==> src/logic/mul_params.svh <==
// fixed for RV64 with 32-bit word ops; changing a width means redoing the Booth row and tree shapes
`ifndef MUL_PARAMS_SVH
`define MUL_PARAMS_SVH

// operand and result word
`define MUL_XLEN 64

// two extra bits keep an unsigned operand positive under signed Booth recoding
`define MUL_EXT_W 66

// one radix-4 row per two multiplier bits of the extended operand
`define MUL_ROWS 33

// full signed product of two extended operands
`define MUL_PROD_W 132

// full adders per column, each sends its carry one column up
`define MUL_CARRY_GRP 31

`endif

==> src/logic/mul_pkg.sv <==
// payload types for the pipelined Booth multiplier; widths come from mul_params.svh
`include "mul_params.svh"

package mul_pkg;

	// operand or one half of the product
	typedef logic [`MUL_XLEN-1:0] xlen_t;

	// one Booth multiple, already shifted and sign-extended to the product width
	typedef logic [`MUL_PROD_W-1:0] pp_row_t;

	typedef pp_row_t [`MUL_ROWS-1:0] pp_array_t;

	// sum or carry vector out of the compressor
	typedef logic [`MUL_PROD_W-1:0] col_vec_t;

	// only word is consumed after decode
	typedef struct packed {
		logic word;
		logic a_signed;
		logic b_signed;
	} mode_t;

	// stage 1, partial products
	typedef struct packed {
		pp_array_t rows;
		mode_t     mode;
	} pp_stage_t;

	// stage 2, redundant sum and carry form
	typedef struct packed {
		col_vec_t sum;
		col_vec_t carry;
		mode_t    mode;
	} sc_stage_t;

endpackage

==> src/logic/product_resolve.sv <==
// combinational final add; only the low 128 bits of the 132-bit sum are kept
`include "mul_params.svh"

module product_resolve (
	input  logic               sc_valid,
	input  mul_pkg::sc_stage_t sc_data,
	output logic               out_valid,
	output mul_pkg::xlen_t     result_hi,
	output mul_pkg::xlen_t     result_lo
);

	logic [2*`MUL_XLEN-1:0] prod;

	// carry bits weigh one column more than their index
	assign prod = sc_data.sum[2*`MUL_XLEN-1:0]
	            + {sc_data.carry[2*`MUL_XLEN-2:0], 1'b0};

	assign out_valid = sc_valid;
	assign result_hi = prod[2*`MUL_XLEN-1:`MUL_XLEN];

	// MULW returns the low word sign-extended
	assign result_lo = sc_data.mode.word ? {{(`MUL_XLEN-32){prod[31]}}, prod[31:0]}
	                                     : prod[`MUL_XLEN-1:0];

	// an X here means a stage captured without a valid operation behind it
	always_comb begin
		if (out_valid) begin
			assert (!$isunknown({result_hi, result_lo}))
				else $error("result carries unknown bits while out_valid is high");
		end
	end

endmodule

==> config.mk <==
export PLATFORM = sky130hd
export DESIGN_NAME = product_resolve
export DESIGN_NICKNAME = d
export VERILOG_FILES = /design/src/logic/mul_pkg.sv /design/src/logic/product_resolve.sv
export VERILOG_INCLUDE_DIRS = /design/src /design/src/logic
export SDC_FILE = /design/constraint.sdc
export NUM_CORES = 1
export LEC_CHECK = 0
export BUFFER_PORTS_ARGS = -buffer_cell sky130_fd_sc_hd__buf_2
export CORE_ASPECT_RATIO = 1.1
export CORE_MARGIN = 4
export CORE_UTILIZATION = 35
export DETAILED_ROUTE_END_ITERATION = 6
export SETUP_SLACK_MARGIN = 0.1
export SYNTH_ARGS = -nofsm -noshare
export SYNTH_HDL_FRONTEND = slang
export SYNTH_SLANG_ARGS = --single-unit
==> constraint.sdc <==
create_clock -name vclk -period 8.9
set_input_delay 0.445 -clock vclk [all_inputs]
set_output_delay 0.445 -clock vclk [all_outputs]
set_load 0.05 [all_outputs]
Word level (Yosys, flattened, before mapping)
Cells that the tools add are included.
- input bits: 268
- word-level logic and storage cells: 2
- output and inout port bits: 129
- register bits: 0
- mux-type cells: 1
- add/subtract/negate cells: 1
- operators by type and width (cell ; number):
    $add 128x128->128 ; 1
    $mux 64 ; 1

Logic depth before layout (Yosys ltp)
- depth in word-level cells: 2
- depth in mapped cells: 13
- gate-level depth less buffers: 13

Worst setup path before layout
OpenSTA, ideal clock, no wires.
- path type: in2out
- start point: input sc_data[3] (netlist name)
- end point: output result_lo[61]
- arrival time: 4.024 ns
- stages: 13
- required time: 8.455 ns
- setup slack: 4.431 ns
- path buffers: 0
- cell sequence: ha_1 > fa_1 > a211oi_1 > nor2_1 > o31a_1 > o2111ai_2 > a211oi_2 > o21ai_1 > o211ai_2 > a21oi_4 > o21ai_0 > xnor2_1 > o21ai_0
- word-level cells in the longest chain between the ends: 2
- RTL lines (item ; line ; RTL):
    from (decl) ; product_resolve.sv:6 ; input mul_pkg::sc_stage_t sc_data,
    $add 128x128->128 ; product_resolve.sv:15 ; assign prod = sc_data.sum[2*`MUL_XLEN-1:0]
    $mux 64 ; product_resolve.sv:22 ; assign result_lo = sc_data.mode.word ? {{(`MUL_XLEN-32){prod[31]}}, prod[31:0]}
    to (decl) ; product_resolve.sv:9 ; output mul_pkg::xlen_t result_lo
No other way between the ends.

Worst setup path in the final report
- start point: input sc_data[3] (netlist name)
- end point: output result_lo[59]
Same word-level chain as after synthesis.

==> summary.md <==
| Metric | Value |
|---|---|
| Status | `complete, no violations` |
| Worst setup EP type | `output pin` |
| Initial antenna violation count | `8` |
| Drt first pass iters | `6` |
| Compound-Gate Fraction of Synth Area | `41.82%` |
| Fin crit period | `4.961 ns` |
| GRT Resource Usage Total | `around a quarter` |
| Resized Gates After CTS | `0` |
| Avg Inst Size Synth | `6.465 um^2` |
| Post-route ant nets | `0` |
| Multi-input logic area | `~8600 um^2` |
| Worst setup path end | `result_lo[59]` |
| WL met2 | `19350 um` |
| Final Setup Violations | `0` |
| Setup WS post-layout | `3.939 ns` |
| Total power | `1.406 mW` |
| Post-DP HPWL | `35330 um` |
| Worst Tran Pin Value | `1.015 ns` |
| Max Freq | `0.2016 GHz` |
| Wire length on met3 | `3083 um` |
| Nets@finish | `~2100` |
| Initial core utilization | `roughly 36%` |
| Via density per instance | `5.804` |
| Slew headroom | `between 30 and 40%` |
| Req. time, crit path | `8.46 ns` |
| Cell count after synthesis | `~1400` |
| Mapped cell area | `around 9000 um^2` |
| Simple logic cell fraction of the synthesized area | `23.93%` |
| Peak supply drop | `between 0.08 and 0.09 mV` |
| Synth-to-layout area growth | `22.99%` |
| DP Worst Slack | `roughly 4.0 ns` |
| Hold_buf cts | `0` |
| I/O pin cnt | `around 400` |
| Largest net degree at the start of global routing | `36` |
| Setup TNS | `0 ns` |
| Die width | `between 150 and 200 um` |
| Synth cell types | `between 80 and 90` |
| Total die area | `about 28000 um^2` |
| RePlAce Congestion | `0.9475` |
| Cell Pwr Density | `127.0 nW/um^2` |
| Post-Synth XOR/XNOR Area | `11.39%` |
| Seq cells | `0` |
| Global-route wire length before repair | `roughly 60000 um` |
| Largest family of logic cells by synthesized area | `compound AO/OA/AOI/OAI gates` |
| Arrival time at the worst endpoint | `4.52 ns` |
| Share of cells above drive strength 1 | `25.15%` |
| Worst hold margin | `0.8901 ns` |
| FF+latch area | `0 um^2` |
| Core ar. | `approximately 25000 um^2` |
| Critical path startpoint | `sc_data[3]` |
| Placed Area | `11060 um^2` |
| WL/cell | `19.68 um` |
| Syn Nets | `1787` |
| Fin area | `between 10000 and 15000 um^2` |
| Metal-1 WL | `16960 um` |
| RSZ-0062 raised after global routing | `false` |
| Vias post-DR | `11920` |
| Final Max Tran Viols | `0` |
| Seq/Total Area, Yosys | `0%` |
| 1st-iter DRT viols | `between 800 and 900` |
| Fillers | `2827` |
| Post-Route WL | `40390 um` |
| Startpoint Class | `input port` |
| Vias in the first global route | `11540` |
| Tightest Hold Check Type | `input port to output pin` |
| Post-CTS Setup Bufs | `0` |
| Setup CP Type | `input port to output pin` |
| Final hold vios | `0` |
| Multiplexer share of the synthesized area | `0.3476%` |
| Synth Area in Adders | `17.74%` |
| Tcrit/Tclk final | `between 50% and 60%` |
| DRC | `0` |
| Top sig layer | `met5` |
| Clkbuf count | `0` |
| Die H | `between 150 and 200 um` |
| Leak | `5.212 nW` |
| Hold path cells | `0` |
| Synth Warn # | `0` |
| Number of port buffers | `between 300 and 400` |
| Max-Cap Viols | `0` |
| GRT Residual Overflow | `0` |
| Std-Cell Rows | `61` |
| Crit-path max FO | `31` |
## layout by cell type, fill, tap and decap left out, drive strengths merged, types with 5 or more instances in the layout
master  synthesis  layout
xor2           44      44
o211ai          9       9
nand4          62      62
a211o           6       6
o21bai         30      30
a211oi          6       6
or3             7       7
o21a           22      22
a21oi         199     199
ha            126     126
nor4            7       7
nand3          14      14
nand2b          8       8
o31ai          13      13
diode           0       5
o21ai         151     151
a21o           71      71
or2             9       9
nor2          120     120
buf            12     383
nand2         144     144
nor2b           5       5
and3            8       8
a41oi           5       5
a21boi         15      15
a31oi          20      20
xnor2          73      73
inv            36      36
a221oi          5       5
and2            9       9
nor3           37      37
## report_power, final
group	total, mW	switching [mW]	internal, mW
clock network	0.0000000753	0	0.0000000752
logic	1.41	1.01	0.394
registers	0	0	0
total	1.41	1.01	0.394
## area by class of cell
type                            instances  area share (%)
Tap cell                              346           3.911
Antenna cell                            5          0.1130
Timing Repair Buffer                  383           17.34
Inverter                               36           1.221
Multi-Input combinational cell       1283           77.42
## metrics by stage
stage                     instances  utilization [%]
final                          2053            43.68
after global routing           2053            43.68
after CTS                      2048            43.64
after detailed placement       2048            43.64
after global placement         2048            43.64
after floorplan                1392                -
## cells in the mapped netlist (all sizes together) (6+ instances only)
cell type | n | area, um^2
or3 | 7 | 43.79
nand4 | 62 | 387.9
inv | 36 | 135.1
ha | 126 | 1577
nor2 | 120 | 455.4
o21bai | 30 | 225.2
a211oi | 6 | 55.05
o31ai | 13 | 130.1
and2 | 9 | 56.31
nand2b | 8 | 50.05
nand3 | 14 | 70.07
or2 | 9 | 56.30
xnor2 | 73 | 639.4
o21ai | 151 | 755.7
a21o | 71 | 533.0
nor3 | 37 | 185.2
o211ai | 9 | 77.57
buf | 12 | 65.06
clkbuf | 61 | 230.2
a211o | 6 | 52.55
a21oi | 199 | 1026
a21boi | 15 | 116.4
o21a | 22 | 165.2
nand2 | 144 | 543.0
a31oi | 20 | 131.4
xor2 | 44 | 385.4
and3 | 8 | 50.05
nor4 | 7 | 56.30
## critical path, cell delays in order
cell and delay, ns:
buf_2 0.11, ha_1 0.21, fa_1 0.43, a211oi_1 0.25, nor2_1 0.11, o31a_1 0.39
o211a_1 0.31, o21ai_1 0.25, and2_0 0.32, xnor2_1 0.19, nand2_1 0.65, o21ai_0 0.48
buf_2 0.35
## metal layers
metal,GRT usage [%],up-vias
li1,-,5843
met1,34.44,5460
met2,46.89,538
met3,2.755,69
met4,5.368,6
met5,0,-
## cell families (layout without fill, tap and decap cells)
logic type	count (synthesis)	after routing
XOR/XNOR	117	117
buffers and inverters	109	419
adder cells (fa/ha/maj)	127	127
other	0	5
AO/OA/AOI/OAI	588	588
multiplexers	3	3
AND/OR/NAND/NOR	448	448
## how the worst min path moves through the flow
| stage | start | endpoint | slack [ns] |
|---|---|---|---|
| 6_report | sc_data[135] | result_lo[0] | 0.89 |
| 5_1_grt | sc_data[135] | result_lo[0] | 0.89 |
| 4_1_cts | sc_data[135] | result_lo[0] | 0.89 |
| 3_5_place_dp | sc_data[135] | result_lo[0] | 0.89 |
| 3_3_place_gp | sc_data[135] | result_lo[0] | 0.89 |
| 2_1_floorplan | sc_valid | out_valid | 1.06 |
Power figures use the tool's default switching activity.
